[src/design/lane_cfg_pkg.sv]
/* Lane geometry and scalar types */

package lane_cfg_pkg;

  ////////////////////////////////////////////////////////////////////////////
  // Geometry
  ////////////////////////////////////////////////////////////////////////////

  localparam int unsigned NrBanks    = 4;
  localparam int unsigned NrVInsn    = 4;
  localparam int unsigned NrOpQueues = 4;
  localparam int unsigned VregWords  = 16;
  localparam int unsigned NrWriters  = 3;
  localparam int unsigned NrMasters  = NrOpQueues + NrWriters;
  localparam int unsigned BankSelW   = $clog2(NrBanks);

  // Arbiter group sizes per bank
  localparam int unsigned NrHpMasters = 4;
  localparam int unsigned NrLpMasters = 3;

  // Writer slots, counted after the operand queues
  localparam int unsigned WbAlu  = 0;
  localparam int unsigned WbMfpu = 1;
  localparam int unsigned WbLdu  = 2;

  ////////////////////////////////////////////////////////////////////////////
  // Scalar types
  ////////////////////////////////////////////////////////////////////////////

  typedef logic [63:0] elen_t;
  typedef logic [7:0]  strb_t;
  // Bits [1:0] pick the bank
  typedef logic [8:0]  vaddr_t;
  typedef logic [6:0]  bank_addr_t;
  typedef logic [1:0]  vid_t;
  typedef logic [7:0]  vlen_t;
  typedef logic [4:0]  vreg_t;

  typedef enum logic [1:0] {
    ew8,
    ew16,
    ew32,
    ew64
  } vew_e;

  typedef enum logic [1:0] {
    alu_a,
    alu_b,
    mask_b,
    st_a
  } opqueue_e;

endpackage

[src/design/operand_req_pkg.sv]
/* Operand request and VRF payloads */

package operand_req_pkg;

  import lane_cfg_pkg::*;

  // Read request from the lane sequencer
  typedef struct packed {
    vid_t               id;
    vreg_t              vs;
    vew_e               eew;
    vlen_t              vl;
    vlen_t              vstart;
    logic [NrVInsn-1:0] hazard;
  } operand_request_t;

  // Command towards the operand queue
  typedef struct packed {
    vew_e  eew;
    vlen_t elem_count;
  } queue_cmd_t;

  // Result word from a functional unit
  typedef struct packed {
    vid_t   id;
    vaddr_t addr;
    elen_t  wdata;
    strb_t  be;
  } result_t;

  // One access on a VRF bank port
  typedef struct packed {
    bank_addr_t addr;
    logic       wen;
    elen_t      wdata;
    strb_t      be;
    opqueue_e   opqueue;
  } vrf_req_t;

endpackage

[src/design/wb_stream_reg.sv]
/* Load result stream register */

`timescale 1ns/1ps

module wb_stream_reg import operand_req_pkg::*; (
  input  logic    clk_i,
  input  logic    rst_ni,
  input  result_t data_i,
  input  logic    valid_i,
  output logic    ready_o,
  output result_t data_o,
  output logic    valid_o,
  input  logic    ready_i
);

  result_t data_q;
  logic    valid_q;

  // Free slot, or the held word leaves this cycle
  assign ready_o = !valid_q || ready_i;
  assign valid_o = valid_q;
  assign data_o  = data_q;

  always_ff @(posedge clk_i or negedge rst_ni) begin
    if (!rst_ni) begin
      valid_q <= 1'b0;
    end else if (ready_o) begin
      valid_q <= valid_i;
    end
  end

  always_ff @(posedge clk_i) begin
    if (ready_o && valid_i) begin
      data_q <= data_i;
    end
  end

  a_hold_stable: assert property (
    @(posedge clk_i) disable iff (!rst_ni)
    valid_o && !ready_i |=> valid_o && $stable(data_o)
  ) else $error("load word changed under back-pressure");

endmodule

[src/design/queue_requester.sv]
/* Operand queue read requester */

`timescale 1ns/1ps

module queue_requester import lane_cfg_pkg::*; import operand_req_pkg::*; #(
  parameter opqueue_e QueueId = alu_a
) (
  input  logic               clk_i,
  input  logic               rst_ni,
  // Lane sequencer
  input  operand_request_t   request_i,
  input  logic               request_valid_i,
  output logic               request_ready_o,
  // Operand queue
  output queue_cmd_t         cmd_o,
  output logic               cmd_valid_o,
  input  logic               queue_ready_i,
  output logic               issued_o,
  // Hazard tracking
  output vid_t               id_o,
  input  logic [NrVInsn-1:0] hazard_row_i,
  input  logic [NrVInsn-1:0] result_written_i,
  // Bank arbiters
  output logic [NrBanks-1:0] bank_req_o,
  output vrf_req_t           payload_o,
  input  logic [NrBanks-1:0] bank_gnt_i
);

  typedef enum logic {
    Idle,
    Requesting
  } state_e;

  typedef struct packed {
    vid_t               id;
    vaddr_t             addr;
    vlen_t              len;
    vew_e               eew;
    logic [NrVInsn-1:0] hazard;
  } meta_t;

  state_e state_d, state_q;
  meta_t  meta_d, meta_q;
  meta_t  meta_new;
  vlen_t  body_len;
  vlen_t  word_elems;
  logic   stall;
  logic   granted;
  logic   last_word;
  logic   accept;

  ////////////////////////////////////////////////////////////////////////////
  // Incoming request
  ////////////////////////////////////////////////////////////////////////////

  assign body_len = request_i.vl - request_i.vstart;

  // Register base plus vstart in whole words
  assign meta_new = '{
    id:     request_i.id,
    addr:   vaddr_t'(request_i.vs * VregWords)
            + vaddr_t'(request_i.vstart >> (ew64 - request_i.eew)),
    len:    (body_len == '0) ? vlen_t'(1) : body_len,
    eew:    request_i.eew,
    hazard: request_i.hazard
  };

  assign cmd_o = '{eew: request_i.eew, elem_count: meta_new.len};

  ////////////////////////////////////////////////////////////////////////////
  // Bank request
  ////////////////////////////////////////////////////////////////////////////

  // Wait on any producer that has not written this cycle
  assign stall      = |(meta_q.hazard & ~result_written_i);
  assign word_elems = vlen_t'(1) << (ew64 - meta_q.eew);

  always_comb begin
    bank_req_o = '0;
    bank_req_o[meta_q.addr[BankSelW-1:0]] = (state_q == Requesting) && queue_ready_i && !stall;
  end

  assign payload_o = '{
    addr:    bank_addr_t'(meta_q.addr >> BankSelW),
    wen:     1'b0,
    wdata:   '0,
    be:      '0,
    opqueue: QueueId
  };

  assign granted   = |bank_gnt_i;
  assign issued_o  = granted;
  assign last_word = granted && (meta_q.len <= word_elems);
  assign id_o      = meta_q.id;

  assign request_ready_o = (state_q == Idle) || last_word;
  assign accept          = request_valid_i && request_ready_o;
  // Zero-length requests are taken but muted
  assign cmd_valid_o     = accept && (request_i.vl != '0);

  always_comb begin
    state_d = state_q;
    meta_d  = meta_q;
    if (granted) begin
      meta_d.addr = meta_q.addr + 1'b1;
      meta_d.len  = last_word ? '0 : meta_q.len - word_elems;
      if (last_word) begin
        state_d = Idle;
      end
    end
    meta_d.hazard = meta_q.hazard & hazard_row_i;
    if (accept) begin
      meta_d  = meta_new;
      state_d = (request_i.vl != '0) ? Requesting : Idle;
    end
  end

  always_ff @(posedge clk_i or negedge rst_ni) begin
    if (!rst_ni) begin
      state_q <= Idle;
      meta_q  <= '0;
    end else begin
      state_q <= state_d;
      meta_q  <= meta_d;
    end
  end

  // Grants come back only on the bank being asked
  a_gnt_on_req: assert property (
    @(posedge clk_i) disable iff (!rst_ni) (bank_gnt_i & ~bank_req_o) == '0
  ) else $error("grant on a bank that was not requested");

endmodule

[src/design/rr_arbiter.sv]
/* Round-robin VRF arbiter */

`timescale 1ns/1ps

module rr_arbiter import operand_req_pkg::*; #(
  parameter int unsigned NumIn = 4
) (
  input  logic                 clk_i,
  input  logic                 rst_ni,
  input  logic     [NumIn-1:0] req_i,
  input  vrf_req_t [NumIn-1:0] data_i,
  output logic     [NumIn-1:0] gnt_o,
  output logic                 req_o,
  output vrf_req_t             data_o,
  input  logic                 gnt_i
);

  localparam int unsigned IdxW = (NumIn > 1) ? $clog2(NumIn) : 1;

  logic [IdxW-1:0] ptr_q;
  logic [IdxW-1:0] winner;

  // First requester at or after the pointer
  always_comb begin
    logic [IdxW-1:0] cand;
    logic            found;
    winner = ptr_q;
    found  = 1'b0;
    for (int unsigned i = 0; i < NumIn; i++) begin
      cand = IdxW'((ptr_q + i) % NumIn);
      if (!found && req_i[cand]) begin
        winner = cand;
        found  = 1'b1;
      end
    end
  end

  assign req_o  = |req_i;
  assign data_o = data_i[winner];

  always_comb begin
    gnt_o = '0;
    gnt_o[winner] = gnt_i && req_i[winner];
  end

  // Move past the served master
  always_ff @(posedge clk_i or negedge rst_ni) begin
    if (!rst_ni) begin
      ptr_q <= '0;
    end else if (gnt_i && req_o) begin
      ptr_q <= (winner == IdxW'(NumIn - 1)) ? '0 : winner + 1'b1;
    end
  end

  // A granted port with any request pending serves one requester
  a_gnt_match: assert property (
    @(posedge clk_i) disable iff (!rst_ni) (|gnt_o) == (gnt_i && req_o)
  ) else $error("arbiter grant does not match its request");

endmodule

[src/design/bank_arbiter.sv]
/* Two-level VRF bank arbiter */

`timescale 1ns/1ps

module bank_arbiter import lane_cfg_pkg::*; import operand_req_pkg::*; (
  input  logic                     clk_i,
  input  logic                     rst_ni,
  input  logic     [NrMasters-1:0] req_i,
  input  vrf_req_t [NrMasters-1:0] payload_i,
  output logic     [NrMasters-1:0] gnt_o,
  output logic                     vrf_req_o,
  output vrf_req_t                 vrf_o
);

  logic     [NrHpMasters-1:0] hp_req_in, hp_gnt;
  vrf_req_t [NrHpMasters-1:0] hp_data_in;
  logic     [NrLpMasters-1:0] lp_req_in, lp_gnt;
  vrf_req_t [NrLpMasters-1:0] lp_data_in;
  vrf_req_t                   hp_data, lp_data;
  logic                       hp_req, lp_req;

  // High group is alu_a, alu_b, ALU and MFPU
  assign hp_req_in  = {req_i[NrOpQueues+WbMfpu], req_i[NrOpQueues+WbAlu],
                       req_i[alu_b], req_i[alu_a]};
  assign hp_data_in = {payload_i[NrOpQueues+WbMfpu], payload_i[NrOpQueues+WbAlu],
                       payload_i[alu_b], payload_i[alu_a]};
  // Low group is mask_b, st_a and the load unit
  assign lp_req_in  = {req_i[NrOpQueues+WbLdu], req_i[st_a], req_i[mask_b]};
  assign lp_data_in = {payload_i[NrOpQueues+WbLdu], payload_i[st_a], payload_i[mask_b]};

  rr_arbiter #(.NumIn(NrHpMasters)) i_hp_arb (
    .clk_i  (clk_i),
    .rst_ni (rst_ni),
    .req_i  (hp_req_in),
    .data_i (hp_data_in),
    .gnt_o  (hp_gnt),
    .req_o  (hp_req),
    .data_o (hp_data),
    .gnt_i  (hp_req)
  );

  // Low side only wins on an idle high side
  rr_arbiter #(.NumIn(NrLpMasters)) i_lp_arb (
    .clk_i  (clk_i),
    .rst_ni (rst_ni),
    .req_i  (lp_req_in),
    .data_i (lp_data_in),
    .gnt_o  (lp_gnt),
    .req_o  (lp_req),
    .data_o (lp_data),
    .gnt_i  (lp_req && !hp_req)
  );

  assign vrf_req_o = hp_req || lp_req;
  assign vrf_o     = hp_req ? hp_data : lp_data;

  always_comb begin
    gnt_o                     = '0;
    gnt_o[alu_a]              = hp_gnt[0];
    gnt_o[alu_b]              = hp_gnt[1];
    gnt_o[NrOpQueues+WbAlu]   = hp_gnt[2];
    gnt_o[NrOpQueues+WbMfpu]  = hp_gnt[3];
    gnt_o[mask_b]             = lp_gnt[0];
    gnt_o[st_a]               = lp_gnt[1];
    gnt_o[NrOpQueues+WbLdu]   = lp_gnt[2];
  end

  a_port_served: assert property (
    @(posedge clk_i) disable iff (!rst_ni) vrf_req_o |-> $onehot(gnt_o)
  ) else $error("bank port busy without exactly one grant");

endmodule

[src/design/writeback_ports.sv]
/* Result writeback ports */

`timescale 1ns/1ps

module writeback_ports import lane_cfg_pkg::*; import operand_req_pkg::*; (
  input  logic                                  clk_i,
  input  logic                                  rst_ni,
  input  result_t                               alu_result_i,
  input  logic                                  alu_result_req_i,
  output logic                                  alu_result_gnt_o,
  input  result_t                               mfpu_result_i,
  input  logic                                  mfpu_result_req_i,
  output logic                                  mfpu_result_gnt_o,
  input  result_t                               ldu_result_i,
  input  logic                                  ldu_result_req_i,
  output logic                                  ldu_result_gnt_o,
  output logic                                  ldu_result_final_gnt_o,
  output logic     [NrBanks-1:0][NrWriters-1:0] wb_req_o,
  output vrf_req_t [NrWriters-1:0]              wb_payload_o,
  input  logic     [NrBanks-1:0][NrWriters-1:0] wb_gnt_i,
  output logic     [NrVInsn-1:0]                result_written_o
);

  result_t [NrWriters-1:0] res;
  logic    [NrWriters-1:0] res_req;
  logic    [NrWriters-1:0] res_gnt;
  result_t                 ldu_q;
  logic                    ldu_req;
  logic    [NrVInsn-1:0]   written_d;

  // Load unit sees the register's ready as its grant
  wb_stream_reg i_ldu_reg (
    .clk_i   (clk_i),
    .rst_ni  (rst_ni),
    .data_i  (ldu_result_i),
    .valid_i (ldu_result_req_i),
    .ready_o (ldu_result_gnt_o),
    .data_o  (ldu_q),
    .valid_o (ldu_req),
    .ready_i (res_gnt[WbLdu])
  );

  assign res[WbAlu]      = alu_result_i;
  assign res[WbMfpu]     = mfpu_result_i;
  assign res[WbLdu]      = ldu_q;
  assign res_req[WbAlu]  = alu_result_req_i;
  assign res_req[WbMfpu] = mfpu_result_req_i;
  assign res_req[WbLdu]  = ldu_req;

  always_comb begin
    written_d = '0;
    for (int w = 0; w < NrWriters; w++) begin
      // Opqueue carries no meaning on a write
      wb_payload_o[w] = '{
        addr:    bank_addr_t'(res[w].addr >> BankSelW),
        wen:     1'b1,
        wdata:   res[w].wdata,
        be:      res[w].be,
        opqueue: alu_a
      };
      res_gnt[w] = 1'b0;
      for (int b = 0; b < NrBanks; b++) begin
        wb_req_o[b][w] = res_req[w] && (res[w].addr[BankSelW-1:0] == b);
        res_gnt[w]     = res_gnt[w] || wb_gnt_i[b][w];
      end
      written_d[res[w].id] = written_d[res[w].id] || res_gnt[w];
    end
  end

  assign alu_result_gnt_o  = res_gnt[WbAlu];
  assign mfpu_result_gnt_o = res_gnt[WbMfpu];

  // Final load grant follows the actual VRF write
  always_ff @(posedge clk_i or negedge rst_ni) begin
    if (!rst_ni) begin
      ldu_result_final_gnt_o <= 1'b0;
      result_written_o       <= '0;
    end else begin
      ldu_result_final_gnt_o <= res_gnt[WbLdu];
      result_written_o       <= written_d;
    end
  end

endmodule

[src/design/operand_requester.sv]
/* Lane operand request stage */

`timescale 1ns/1ps

module operand_requester import lane_cfg_pkg::*; import operand_req_pkg::*; (
  input  logic                                     clk_i,
  input  logic                                     rst_ni,
  input  logic             [NrVInsn-1:0][NrVInsn-1:0] global_hazard_table_i,
  // Lane sequencer
  input  operand_request_t [NrOpQueues-1:0]        operand_request_i,
  input  logic             [NrOpQueues-1:0]        operand_request_valid_i,
  output logic             [NrOpQueues-1:0]        operand_request_ready_o,
  // Operand queues
  input  logic             [NrOpQueues-1:0]        operand_queue_ready_i,
  output logic             [NrOpQueues-1:0]        operand_issued_o,
  output queue_cmd_t       [NrOpQueues-1:0]        operand_queue_cmd_o,
  output logic             [NrOpQueues-1:0]        operand_queue_cmd_valid_o,
  // Functional-unit results
  input  result_t                                  alu_result_i,
  input  logic                                     alu_result_req_i,
  output logic                                     alu_result_gnt_o,
  input  result_t                                  mfpu_result_i,
  input  logic                                     mfpu_result_req_i,
  output logic                                     mfpu_result_gnt_o,
  input  result_t                                  ldu_result_i,
  input  logic                                     ldu_result_req_i,
  output logic                                     ldu_result_gnt_o,
  output logic                                     ldu_result_final_gnt_o,
  // VRF bank ports
  output logic             [NrBanks-1:0]           vrf_req_o,
  output vrf_req_t         [NrBanks-1:0]           vrf_o
);

  logic     [NrOpQueues-1:0][NrBanks-1:0] q_bank_req, q_bank_gnt;
  logic     [NrBanks-1:0][NrOpQueues-1:0] rd_req, rd_gnt;
  vrf_req_t [NrOpQueues-1:0]              rd_payload;
  vid_t     [NrOpQueues-1:0]              q_id;
  logic     [NrBanks-1:0][NrWriters-1:0]  wb_req, wb_gnt;
  vrf_req_t [NrWriters-1:0]               wb_payload;
  logic     [NrVInsn-1:0]                 result_written;

  for (genvar q = 0; q < NrOpQueues; q++) begin : gen_queue
    queue_requester #(.QueueId(opqueue_e'(q))) i_requester (
      .clk_i            (clk_i),
      .rst_ni           (rst_ni),
      .request_i        (operand_request_i[q]),
      .request_valid_i  (operand_request_valid_i[q]),
      .request_ready_o  (operand_request_ready_o[q]),
      .cmd_o            (operand_queue_cmd_o[q]),
      .cmd_valid_o      (operand_queue_cmd_valid_o[q]),
      .queue_ready_i    (operand_queue_ready_i[q]),
      .issued_o         (operand_issued_o[q]),
      .id_o             (q_id[q]),
      .hazard_row_i     (global_hazard_table_i[q_id[q]]),
      .result_written_i (result_written),
      .bank_req_o       (q_bank_req[q]),
      .payload_o        (rd_payload[q]),
      .bank_gnt_i       (q_bank_gnt[q])
    );
    // Queue-major to bank-major
    for (genvar b = 0; b < NrBanks; b++) begin : gen_xpose
      assign rd_req[b][q]     = q_bank_req[q][b];
      assign q_bank_gnt[q][b] = rd_gnt[b][q];
    end
  end

  writeback_ports i_writeback (
    .clk_i                  (clk_i),
    .rst_ni                 (rst_ni),
    .alu_result_i           (alu_result_i),
    .alu_result_req_i       (alu_result_req_i),
    .alu_result_gnt_o       (alu_result_gnt_o),
    .mfpu_result_i          (mfpu_result_i),
    .mfpu_result_req_i      (mfpu_result_req_i),
    .mfpu_result_gnt_o      (mfpu_result_gnt_o),
    .ldu_result_i           (ldu_result_i),
    .ldu_result_req_i       (ldu_result_req_i),
    .ldu_result_gnt_o       (ldu_result_gnt_o),
    .ldu_result_final_gnt_o (ldu_result_final_gnt_o),
    .wb_req_o               (wb_req),
    .wb_payload_o           (wb_payload),
    .wb_gnt_i               (wb_gnt),
    .result_written_o       (result_written)
  );

  // Writers sit above the queues in master order
  for (genvar b = 0; b < NrBanks; b++) begin : gen_bank
    bank_arbiter i_bank_arb (
      .clk_i     (clk_i),
      .rst_ni    (rst_ni),
      .req_i     ({wb_req[b], rd_req[b]}),
      .payload_i ({wb_payload, rd_payload}),
      .gnt_o     ({wb_gnt[b], rd_gnt[b]}),
      .vrf_req_o (vrf_req_o[b]),
      .vrf_o     (vrf_o[b])
    );
  end

endmodule

[config.mk]
export PLATFORM = sky130hd
export DESIGN_NAME = operand_requester
export DESIGN_NICKNAME = d
export VERILOG_FILES = /design/src/design/lane_cfg_pkg.sv /design/src/design/operand_req_pkg.sv /design/src/design/wb_stream_reg.sv /design/src/design/queue_requester.sv /design/src/design/rr_arbiter.sv /design/src/design/bank_arbiter.sv /design/src/design/writeback_ports.sv /design/src/design/operand_requester.sv
export SDC_FILE = /design/constraint.sdc
export NUM_CORES = 1
export LEC_CHECK = 0
export BUFFER_PORTS_ARGS = -buffer_cell sky130_fd_sc_hd__buf_4
export CORE_AREA = 2 2 307 309
export DETAILED_ROUTE_END_ITERATION = 8
export DIE_AREA = 0 0 309 311
export PLACE_DENSITY = 0.44
export SETUP_SLACK_MARGIN = 0.05
export SYNTH_ARGS = -nofsm -noshare
export SYNTH_HDL_FRONTEND = slang
export SYNTH_SLANG_ARGS = --single-unit
[constraint.sdc]
create_clock -name clk_i -period 10.3 [get_ports clk_i]
set_clock_uncertainty 0.2 [all_clocks]
set_input_delay 2.06 -clock clk_i [delete_from_list [all_inputs] [get_ports clk_i]]
set_output_delay 2.06 -clock clk_i [all_outputs]
set_load 0.01 [all_outputs]
==> summary.md, run 1 <==
| Metric | Value |
|---|---|
| Crit path max fanout | `between 40 and 50` |
| Static Leakage | `about 14 nW` |
| Class of the worst hold path | `reg2reg` |
| Startpoint Class | `input pin` |
| Largest net degree at the start of global routing | `91` |
| Slew @ Worst Pin | `about 1200 ps` |
| Crit. Startpoint | `operand_queue_ready_i[3]` |
| Cell area after synthesis | `0.0225 mm2` |
| Clk slew on worst S/H paths | `60 ps` |
| RR Startpoint | `i_writeback.result_written_o[2]` |
| Fmax | `121 MHz` |
| Synth warn | `0` |
| Total number of vias | `24,700` |
| DP Wirelength | `approximately 95 mm` |
| Status | `completed` |
| Die Ht | `311 um` |
| Die X | `~300 um` |
| CTS root buf | `clkbuf_16` |
| Starting Density | `0.242` |
| CP delay by family, top | `simple AND/OR/NAND/NOR gates` |
| Max-Cap Viols | `0` |
| CP max stage delay | `between 800 and 900 ps` |
| Share of cells above drive strength 1 | `0.275` |
| Iter 0 DRT Violations | `between 2,000 and 2,500` |
| # clock sinks | `between 200 and 250` |
| Power Dens Cells | `around 380 mW/mm2` |
| Most repeated library cell on the critical path | `buf_4` |
| Commonest cells after routing, fill and taps aside | `815 x buf_4, 497 x nand2_1, 391 x o21ai_0, 386 x mux2i_1, 145 x inv_1` |
| Worst flop-to-flop path endpoint | `i_writeback.i_ldu_reg.data_o[61]` |
| Crit path buffers/inverters | `3` |
| Minimum clock period | `roughly 8300 ps` |
| Crit. End Element | `output pin` |
| Post-CTS Hold Fix Bufs | `0` |
| FILL cells | `between 10,000 and 15,000` |
| Final #Nets | `approximately 4,000` |
| Final setup viols | `0` |
| Synth unique cells | `87` |
| Post-route ant nets | `0` |
| Ranking of synthesized cells by area | `mux2i_1 17%, dfrtp_1 14%, edfxtp_1 11%` |
| DR WL/cell | `25.7 um` |
| Worst vdd ir | `around 0.00025 V` |
| Path depth of the worst reg2reg path | `12` |
| Seq/Total Area, Yosys | `0.251` |
| Cell count after synthesis | `roughly 2,800` |
| Die ar. | `about 0.096 mm2` |
| Slew Limit Fails | `0` |
| Clk_lat worst skew | `~620 ps` |
| Htree depth | `1` |
| Congestion Overflow GR | `0` |
| Internal reg-to-reg setup slack | `~4600 ps` |
| DR vias/cell | `5.17` |
| Routability congestion estimate | `0.949` |
| Global-route wire length before repair | `~170 mm` |
| P&R area growth vs syn | `35.6%` |
| Slowest-stage cell, CP | `mux2i_1` |
| Core ar. | `0.0928 mm2` |
| Residual DRC | `0` |
| Port Buffer Count | `slightly below 800` |
| RSZ-0062 raised after global routing | `no` |
| FF+latch count, synth | `between 200 and 250` |
| Mapped Nets | `3,345` |
| Final period utilization | `0.805` |
| CTS tree | `yes` |
| Vias in the first global route | `between 20,000 and 25,000` |
| # IOs | `782` |
| Clock Path Buffers | `3` |
| EDFF count, synth | `83` |
| Area share of the largest cell type after synthesis | `0.172` |
| Top_reg_cell synth | `dfrtp_1` |
| Most common cell after layout, fill and taps aside | `buf_4` |
| CTS buffer count | `31` |
| Critical Path RT | `about 8000 ps` |
| Syn Area/Cell | `around 8 um2` |
| Sum of negative setup slack | `0 ps` |
| TritonRoute pass-1 iters | `6` |
| Cells on Worst Hold Path | `2` |
| Row count | `approximately 110` |
| DRT Wirelength | `around 120 mm` |
| Slew HR | `0.209` |
| Worst setup path category | `in2out` |
| Critical path arrival | `slightly above 6000 ps` |
| Critical-path cell list | `buf_4, and2_1, nand2_1, nor2_1, nor2_1, a32o_1, mux2i_1, or4b_1, a31oi_4, buf_4, a21boi_1, buf_4` |
| Worst hold endpoint | `gen_queue[0].i_requester.meta_q[1]` |
| Initial antenna violation count | `27` |
| Tot GR Track Use | `0.243` |
| Post-cts resize count | `0` |
| Hold Crit Start | `gen_queue[0].i_requester.meta_q[1]` |
| Post-place setup slack | `~2000 ps` |
| Setup Buffers After CTS | `0` |
| Post-route setup slack | `2010 ps` |
| Total power | `11.4 mW` |
| Asr flop ratio synth | `0.603` |
| Hold Violations, Final | `0` |
| Leading area contributor after synthesis | `mux2i_1` |
where the power goes:
group	leakage, nW	switching [mW]	internal, mW
sequential	2.31	0.517	1.23
clock	0.492	0.470	0.604
combinational	11.4	5.20	3.41
layer usage:
layer | vias up | track usage | wire length, um
li1 | 11400 | - | -
met1 | 12100 | 0.327 | 53800
met2 | 985 | 0.385 | 55800
met3 | 138 | 0.0645 | 10300
met4 | 26 | 0.0597 | 2700
met5 | - | 0 | 167
area by class of cell:
class,count,area [um2],share of cell area
tap,1254,1570,0.0515
sequential,209,5650,0.185
inverter,149,562,0.0184
clock buffer,45,900,0.0295
timing repair buffer,820,6210,0.204
multi-input combinational,2272,15500,0.508
antenna,10,25.0,0.000821
clock inverter,13,81.3,0.00267
cell usage after synthesis (16+ instances only):
| master | n |
|---|---|
| buf_2 | 18 |
| a31oi_1 | 20 |
| mux2_2 | 33 |
| nand3_1 | 66 |
| mux4_2 | 22 |
| xnor2_1 | 50 |
| xor2_1 | 19 |
| a21oi_1 | 107 |
| clkbuf_1 | 140 |
| nor3_1 | 31 |
| o31ai_1 | 18 |
| buf_1 | 24 |
| inv_1 | 145 |
| nor2b_1 | 33 |
| a21o_1 | 36 |
| o21ai_0 | 391 |
| nand2b_1 | 30 |
| nor2_1 | 118 |
| ha_1 | 100 |
| mux2i_1 | 386 |
| nor4_1 | 16 |
| dfrtp_1 | 126 |
| nand2_1 | 501 |
| o211ai_1 | 31 |
| edfxtp_1 | 83 |
| and3_1 | 20 |
| buf_4 | 26 |
| and2_1 | 18 |
through the flow:
step	hold WS (ps)	cells	cell area (um2)	util
after floorplan	258	2839	22500	-
after global placement	290	4704	29500	0.318
after detailed placement	291	4704	29500	0.318
after CTS	306	4762	30400	0.328
after global routing	345	4770	30500	0.328
final	307	4772	30500	0.328
worst min-delay path: stages, from the launching register on:
cell,delay (ps)
dfrtp_1,340
nand3_1,70
nand2_1,60
cell families after synthesis:
family                   after synthesis  synth area share
adder cells (fa/ha/maj)              112            0.0664
AO/OA/AOI/OAI                        739             0.195
XOR/XNOR                              69            0.0269
multiplexers                         444             0.212
AND/OR/NAND/NOR                      908             0.183
flip-flops                           209             0.251
buffers and inverters                358            0.0656
flip-flops by register name (all words and copies together), names as in the netlist:
name	flops
gen_queue.i_requester.id_o	8
gen_bank.i_bank_arb.i_lp_arb.ptr_q	8
i_writeback.result_written_o	4
i_writeback.i_ldu_reg.valid_o	1
i_writeback.ldu_result_final_gnt_o	1
gen_queue.i_requester.meta_q	64
gen_queue.i_requester.payload_o	28
gen_queue.i_requester.state_q	4
i_writeback.i_ldu_reg.data_o	83
gen_bank.i_bank_arb.i_hp_arb.ptr_q	8
worst max-delay path by stage:
stage                                   endpoint  slack (ps)  cells after the start
finish              operand_queue_cmd_valid_o[3]        2010                     12
global route        operand_queue_cmd_valid_o[0]        1660                     14
CTS                 operand_queue_cmd_valid_o[3]        2030                     12
detailed placement  operand_queue_cmd_valid_o[3]        2050                     12
global placement    operand_queue_cmd_valid_o[0]        2100                     14
floorplan           operand_queue_cmd_valid_o[0]        2420                     17
(Power assumes the default switching activity.)
==> run 2: changes to the inputs <==
--- a/config.mk
+++ b/config.mk
@@ -6,10 +6,10 @@
 export NUM_CORES = 1
 export LEC_CHECK = 0
 export BUFFER_PORTS_ARGS = -buffer_cell sky130_fd_sc_hd__buf_4
-export CORE_AREA = 2 2 307 309
+export CORE_AREA = 2 2 306 308
 export DETAILED_ROUTE_END_ITERATION = 8
-export DIE_AREA = 0 0 309 311
-export PLACE_DENSITY = 0.44
+export DIE_AREA = 0 0 308 310
+export PLACE_DENSITY = 0.45
 export SETUP_SLACK_MARGIN = 0.05
 export SYNTH_ARGS = -nofsm -noshare
 export SYNTH_HDL_FRONTEND = slang
==> constraint.sdc (replaced) <==
create_clock -name clk_i -period 7.04 [get_ports clk_i]
set_clock_uncertainty 0.2 [all_clocks]
set_input_delay 1.408 -clock clk_i [delete_from_list [all_inputs] [get_ports clk_i]]
set_output_delay 1.408 -clock clk_i [all_outputs]
set_load 0.01 [all_outputs]
==> run 2 against run 1 <==
Worst hold slack worse by 5.2 ps. Critical endpoint is now vrf_o[87]. Clock power increased by 59%. Via count barely moved. Count of clock-buffer cells in the layout unchanged. Critical path type unchanged. Final area up 1.0%. Flip-flop and latch count is the same. Sequential power up 45%. First-iteration DRC count is 2.3% lower. Register-to-register slack got worse by 2600 ps. Combinational power is 49% higher.
==> summary.md, run 2 (synthesis results as in run 1) <==
| Metric | Value |
|---|---|
| Hold slack | `302 ps (-5.20 ps)` |
| Power Dens Cells | `554 mW/mm2 (+48%)` |
| Fmax | `~150 MHz` |
| Slew Limit Fails | `0 (unchanged)` |
| Post-CTS Hold Fix Bufs | `0 (unchanged)` |
| Post-cts resize count | `0 (unchanged)` |
| RSZ-0062 raised after global routing | `no` |
| Setup Buffers After CTS | `0 (unchanged)` |
| Final #Nets | `4,011 (+0.55%)` |
| Critical Path RT | `5430 ps (-2610 ps)` |
| Die Ht | `310 um (-0.32%)` |
| Sequential cell area | `0.00565 mm2 (unchanged)` |
| Htree depth | `1 (unchanged)` |
| Switch Pwr | `9.10 mW (+47%)` |
| Status | `completed` |
| Final period utilization | `0.927` |
| Class of the worst hold path | `reg2reg` |
| Total power | `17.1 mW (+49%)` |
| Slew @ Worst Pin | `1000 ps (-152 ps)` |
| # IOs | `782 (unchanged)` |
| Most common cell after layout, fill and taps aside | `buf_4` |
| Row count | `112 (unchanged)` |
| Clk_lat worst skew | `620 ps (about the same)` |
| Hold Violations, Final | `0 (unchanged)` |
| Sum of negative setup slack | `0 ps (unchanged)` |
| CTS tree | `yes` |
| Sequential share of power | `0.149 (-0.004)` |
| Global-route wire length before repair | `169 mm (-2.1%)` |
| # clock sinks | `209 (unchanged)` |
| TritonRoute pass-1 iters | `5 (-1)` |
| Crit. End Element | `output pin` |
| Critical path arrival | `4920 ps (-1110 ps)` |
| Tot GR Track Use | `0.240 (-0.00334)` |
| P&R area growth vs syn | `37.0%` |
| Vias in the first global route | `23,700 (-1.1%)` |
| Post-route ant nets | `0 (unchanged)` |
| DRT Wirelength | `121 mm (-1.4%)` |
| Routability congestion estimate | `0.961 (+1.3%)` |
| Startpoint Class | `input pin` |
| CTS buffer count | `30 (-3.2%)` |
| Worst setup path category | `in2out` |
| Area occupied by multi-input gates | `0.0155 mm2 (about the same)` |
| DR WL/cell | `25.6 um (-0.76%)` |
| Initial antenna violation count | `25 (-7.4%)` |
| Total number of vias | `24,700 (-0.093%)` |
| Gate power share | `0.752 (about the same)` |
| Commonest cells after routing, fill and taps aside | `829 x buf_4, 497 x nand2_1, 391 x o21ai_0, 386 x mux2i_1, 145 x inv_1` |
| Core ar. | `0.0925 mm2 (-0.30%)` |
| Congestion Overflow GR | `0 (unchanged)` |
| Worst vdd ir | `0.000281 V (+11%)` |
| Crit path max fanout | `73 (+70%)` |
| Clk slew on worst S/H paths | `50 ps (about the same)` |
| Max FFs per register | `83 (unchanged)` |
| Minimum clock period | `6530 ps` |
| Die X | `308 um (-0.32%)` |
| Slew HR | `0.333 (+0.123)` |
| Starting Density | `0.243 (+0.000734)` |
| Residual DRC | `0 (unchanged)` |
| Port Buffer Count | `781 (unchanged)` |
| Static Leakage | `14.4 nW (+1.4%)` |
| Clock Power Share | `0.099 (+0.005)` |
| Int Pwr | `7.96 mW (+52%)` |
| Iter 0 DRT Violations | `2,235 (-2.3%)` |
| Fin util | `0.333 (+0.00434)` |
| FILL cells | `9,961 (-1.7%)` |
| Share of cells above drive strength 1 | `0.280 (+0.00504)` |
| Die ar. | `0.0955 mm2 (-0.64%)` |
| CTS root buf | `clkbuf_16` |
| Largest net degree at the start of global routing | `75 (-18%)` |
| Final setup viols | `0 (unchanged)` |
| DP Wirelength | `94.9 mm (-0.48%)` |
| Sw Ratio | `0.533 (-0.00780)` |
| Clock Path Buffers | `3 (unchanged)` |
| Max-Cap Viols | `0 (unchanged)` |
| DR vias/cell | `5.20 (+0.58%)` |
[run 2: path summary, 6_finish.rpt]
| path | slack (ps) | depth (start not counted) | start | end |
|---|---|---|---|---|
| max in group asynchronous | 4680 | 2 | rst_ni | gen_bank[3].i_bank_arb.i_lp_arb.ptr_q[0] |
| worst max-delay path | 510 | 13 | operand_queue_ready_i[2] | vrf_o[87] |
| min in group asynchronous | 600 | 1 | rst_ni | gen_queue[0].i_requester.meta_q[4] |
| worst min-delay path | 300 | 2 | gen_queue[0].i_requester.meta_q[3] | gen_queue[0].i_requester.meta_q[3] |
| worst min register to register | 300 | 2 | gen_queue[0].i_requester.meta_q[3] | gen_queue[0].i_requester.meta_q[3] |
| worst max register to register | 2050 | 13 | i_writeback.result_written_o[3] | gen_queue[1].i_requester.meta_q[6] |
[run 2: power by group through the flow]
stage | combinational (mW) | sequential [mW] | clock, mW
after floorplan | 7.06 | 2.17 | 0
after global placement | 12.7 | 2.55 | 0
after detailed placement | 12.7 | 2.54 | 0
after CTS | 12.7 | 2.52 | 1.75
after global routing | 13.7 | 2.61 | 1.79
final | 12.8 | 2.54 | 1.70
[run 2: final cells by class]
type | count | share of cell area
Antenna cell | 16 | 0.00130
Clock buffer | 45 | 0.0302
Clock inverter | 9 | 0.00407
Inverter | 149 | 0.0183
Multi-Input combinational cell | 2272 | 0.503
Sequential cell | 209 | 0.183
Tap cell | 1197 | 0.0487
Timing Repair Buffer | 843 | 0.211
[run 2: per-layer routing]
layer | up-vias | wire [um] | GRT usage
met3 | 180 | 12100 | 0.0830
met5 | - | 143 | 0
li1 | 11500 | - | -
met2 | 995 | 53900 | 0.366
met1 | 12000 | 51700 | 0.320
met4 | 22 | 3210 | 0.0647
[run 2: stage by stage]
step / instance area [um2] / setup slack, ps / std cells
floorplan: 22500 / 467 / 2839
global placement: 29700 / 483 / 4670
detailed placement: 29700 / 563 / 4670
CTS: 30700 / 542 / 4724
global route: 30800 / 279 / 4732
finish: 30800 / 513 / 4740
[run 2: worst max-delay path, cell delays in order]
cell and delay [ps]:
buf_4 70, and2_1 190, and2_1 430, and3_1 400, o21ai_0 150, a221oi_1 410, o2bb2ai_1 190, buf_4 210
nor3_2 280, buf_12 340, nand2_1 90, o21ai_0 340, buf_4 250
==> run 3: changes to the inputs <==
--- a/config.mk
+++ b/config.mk
@@ -10,6 +10,7 @@
 export DETAILED_ROUTE_END_ITERATION = 8
 export DIE_AREA = 0 0 308 310
 export PLACE_DENSITY = 0.45
+export RECOVER_POWER = 25
 export SETUP_SLACK_MARGIN = 0.05
 export SYNTH_ARGS = -nofsm -noshare
 export SYNTH_HDL_FRONTEND = slang
==> run 3 against run 2 <==
The flow now finishes with violations (max-capacitance violations, max-slew violations). Clock power hardly changed. Non-clock buffer count did not move. Highest routed layer unchanged. Combinational power is essentially flat. Wire length rose by 0.11%. Maximum frequency fell by 0.40%. Count of clock-buffer cells in the layout did not move. Cell count about the same. Total power barely moved.
==> summary.md, run 3 (synthesis results as in run 1) <==
| Metric | Value |
|---|---|
| Tot GR Track Use | `0.240 (unchanged)` |
| Internal reg-to-reg setup slack | `2050 ps (about the same)` |
| Slew HR | `-1.92 (-2.25)` |
| Setup Buffers After CTS | `0 (unchanged)` |
| Worst setup path category | `in2out` |
| Slew @ Worst Pin | `4380 ps (+3380 ps)` |
| Vias in the first global route | `23,700 (unchanged)` |
| Crit. Startpoint | `operand_queue_ready_i[2]` |
| Critical path arrival | `4950 ps (+30 ps)` |
| Critical Path End | `vrf_o[87]` |
| Critical-path cell list | `buf_4, and2_1, and2_1, and3_1, o21ai_0, a221oi_1, o2bb2ai_1, buf_4, nor3_2, buf_12, nand2_1, o21ai_0, buf_4` |
| Share of cells above drive strength 1 | `0.278 (-0.00142)` |
| Largest net degree at the start of global routing | `75 (unchanged)` |
| RR Startpoint | `i_writeback.result_written_o[3]` |
| Post-cts resize count | `0 (unchanged)` |
| Die X | `308 um (unchanged)` |
| Slowest-stage cell, CP | `and2_1` |
| Worst vdd ir | `0.000284 V (+1.1%)` |
| Clock Power Share | `0.099 (about the same)` |
| Sw Ratio | `0.534 (about the same)` |
| Hold Violations, Final | `0 (unchanged)` |
| Initial antenna violation count | `26 (+4.0%)` |
| Iter 0 DRT Violations | `2,197 (-1.7%)` |
| Hold slack | `302 ps (+0.00900 ps)` |
| RSZ-0062 raised after global routing | `no` |
| DR WL/cell | `25.6 um (+0.15%)` |
| Path depth of the worst reg2reg path | `13 (unchanged)` |
| Starting Density | `0.243 (unchanged)` |
| Die Ht | `310 um (unchanged)` |
| Row count | `112 (unchanged)` |
| Crit. End Element | `output pin` |
| Most repeated library cell on the critical path | `buf_4` |
| Htree depth | `1 (unchanged)` |
| Max FFs per register | `83 (unchanged)` |
| CP delay by family, top | `simple AND/OR/NAND/NOR gates` |
| Residual DRC | `0 (unchanged)` |
| Sum of negative setup slack | `0 ps (unchanged)` |
| Crit path buffers/inverters | `4 (unchanged)` |
| DP Wirelength | `94.9 mm (unchanged)` |
| Total number of vias | `24,700 (+0.032%)` |
| Max-Cap Viols | `2 (+2)` |
| Class of the worst hold path | `reg2reg` |
| Levels on crit path | `13 (unchanged)` |
| # clock sinks | `209 (unchanged)` |
| Sequential cell area | `0.00565 mm2 (unchanged)` |
| CTS tree | `yes` |
| Port Buffer Count | `781 (unchanged)` |
| Worst flop-to-flop path endpoint | `gen_queue[1].i_requester.meta_q[6]` |
| Congestion Overflow GR | `0 (unchanged)` |
| Cells on Worst Hold Path | `2 (unchanged)` |
| Most common cell after layout, fill and taps aside | `buf_4` |
| Sequential share of power | `0.149 (about the same)` |
| CTS buffer count | `30 (unchanged)` |
| DR vias/cell | `5.21 (about the same)` |
| # IOs | `782 (unchanged)` |
| Int Pwr | `7.96 mW (about the same)` |
| Switch Pwr | `9.11 mW (about the same)` |
| Startpoint Class | `input pin` |
| Critical Path RT | `5430 ps (about the same)` |
| Clk_lat worst skew | `630 ps (about the same)` |
| Slew Limit Fails | `129 (+129)` |
| Global-route wire length before repair | `169 mm (unchanged)` |
| Power Dens Cells | `555 mW/mm2 (+0.12%)` |
| Failing checks | `max-capacitance violations, max-slew violations` |
| Status | `finished, violations left` |
| Crit path max fanout | `73 (unchanged)` |
| Commonest cells after routing, fill and taps aside | `745 x buf_4, 497 x nand2_1, 391 x o21ai_0, 386 x mux2i_1, 145 x inv_1` |
| Clock Path Buffers | `3 (unchanged)` |
| Final #Nets | `4,011 (unchanged)` |
| Post-CTS Hold Fix Bufs | `0 (unchanged)` |
| Fmax | `153 MHz (-0.40%)` |
| P&R area growth vs syn | `36.8% (about the same)` |
| Static Leakage | `14.3 nW (-0.25%)` |
| Post-route ant nets | `0 (unchanged)` |
| FILL cells | `9,966 (+0.050%)` |
| DRT Wirelength | `121 mm (+0.11%)` |
| CTS root buf | `clkbuf_16` |
| Core ar. | `0.0925 mm2 (unchanged)` |
| TritonRoute pass-1 iters | `6 (+1)` |
| Clk slew on worst S/H paths | `50 ps (about the same)` |
| Final setup viols | `0 (unchanged)` |
| Minimum clock period | `6550 ps (+26.3 ps)` |
| Routability congestion estimate | `0.961 (unchanged)` |
| Final period utilization | `0.931 (+0.00373)` |
| Gate power share | `0.752 (about the same)` |
| Die ar. | `0.0955 mm2 (unchanged)` |
| CP max stage delay | `430 ps (about the same)` |
| Area occupied by multi-input gates | `0.0155 mm2 (unchanged)` |
run 3: cell type report:
| type | instances | area share |
|---|---|---|
| flip-flops and latches | 209 | 0.184 |
| diodes | 14 | 0.00114 |
| clock inverters | 9 | 0.00407 |
| clock buffers | 45 | 0.0303 |
| multi-input cells | 2272 | 0.504 |
| well taps | 1197 | 0.0487 |
| inverters | 149 | 0.0183 |
| repair buffers | 843 | 0.210 |
run 3: per-stage QoR:
step | util | setup WS (ps) | area [um2] | total power [mW] | instances
finish | 0.332 | 487 | 30700 | 17.1 | 4738
global route | 0.332 | 255 | 30700 | 18.1 | 4732
CTS | 0.332 | 542 | 30700 | 17.0 | 4724
detailed placement | 0.321 | 563 | 29700 | 15.2 | 4670
global placement | 0.321 | 483 | 29700 | 15.2 | 4670
floorplan | - | 467 | 22500 | 9.22 | 2839
run 3: metal layers:
layer	part of all wire	wire [um]	vias to the layer above	global-route usage
met5	0.0013	160	-	0
li1	-	-	11500	-
met2	0.44	53900	1031	0.366
met4	0.027	3220	24	0.0647
met3	0.099	12000	172	0.0830
met1	0.43	51900	12000	0.320
run 3: worst min-delay path by stage:
stage	endpoint	startpoint	slack (ps)
floorplan	gen_queue[0].i_requester.meta_q[1]	gen_queue[0].i_requester.meta_q[1]	260
global route	gen_queue[0].i_requester.meta_q[2]	gen_queue[0].i_requester.meta_q[2]	310
detailed placement	gen_queue[0].i_requester.meta_q[2]	gen_queue[0].i_requester.meta_q[2]	290
global placement	gen_queue[2].i_requester.meta_q[0]	gen_queue[2].i_requester.meta_q[0]	290
finish	gen_queue[0].i_requester.meta_q[3]	gen_queue[0].i_requester.meta_q[3]	300
CTS	gen_queue[0].i_requester.meta_q[2]	gen_queue[0].i_requester.meta_q[2]	310
run 3: tightest hold or removal path: stages, from the launching register on:
cell	delay, ps
dfrtp_1	340
nand3_1	70
nand2_1	60
run 3: power by group through the flow:
stage / Clock, mW / Sequential (mW) / Combinational (mW)
after floorplan: 0 / 2.17 / 7.06
after global placement: 0 / 2.55 / 12.7
after detailed placement: 0 / 2.54 / 12.7
after CTS: 1.75 / 2.52 / 12.7
after global routing: 1.79 / 2.61 / 13.7
final: 1.70 / 2.54 / 12.8
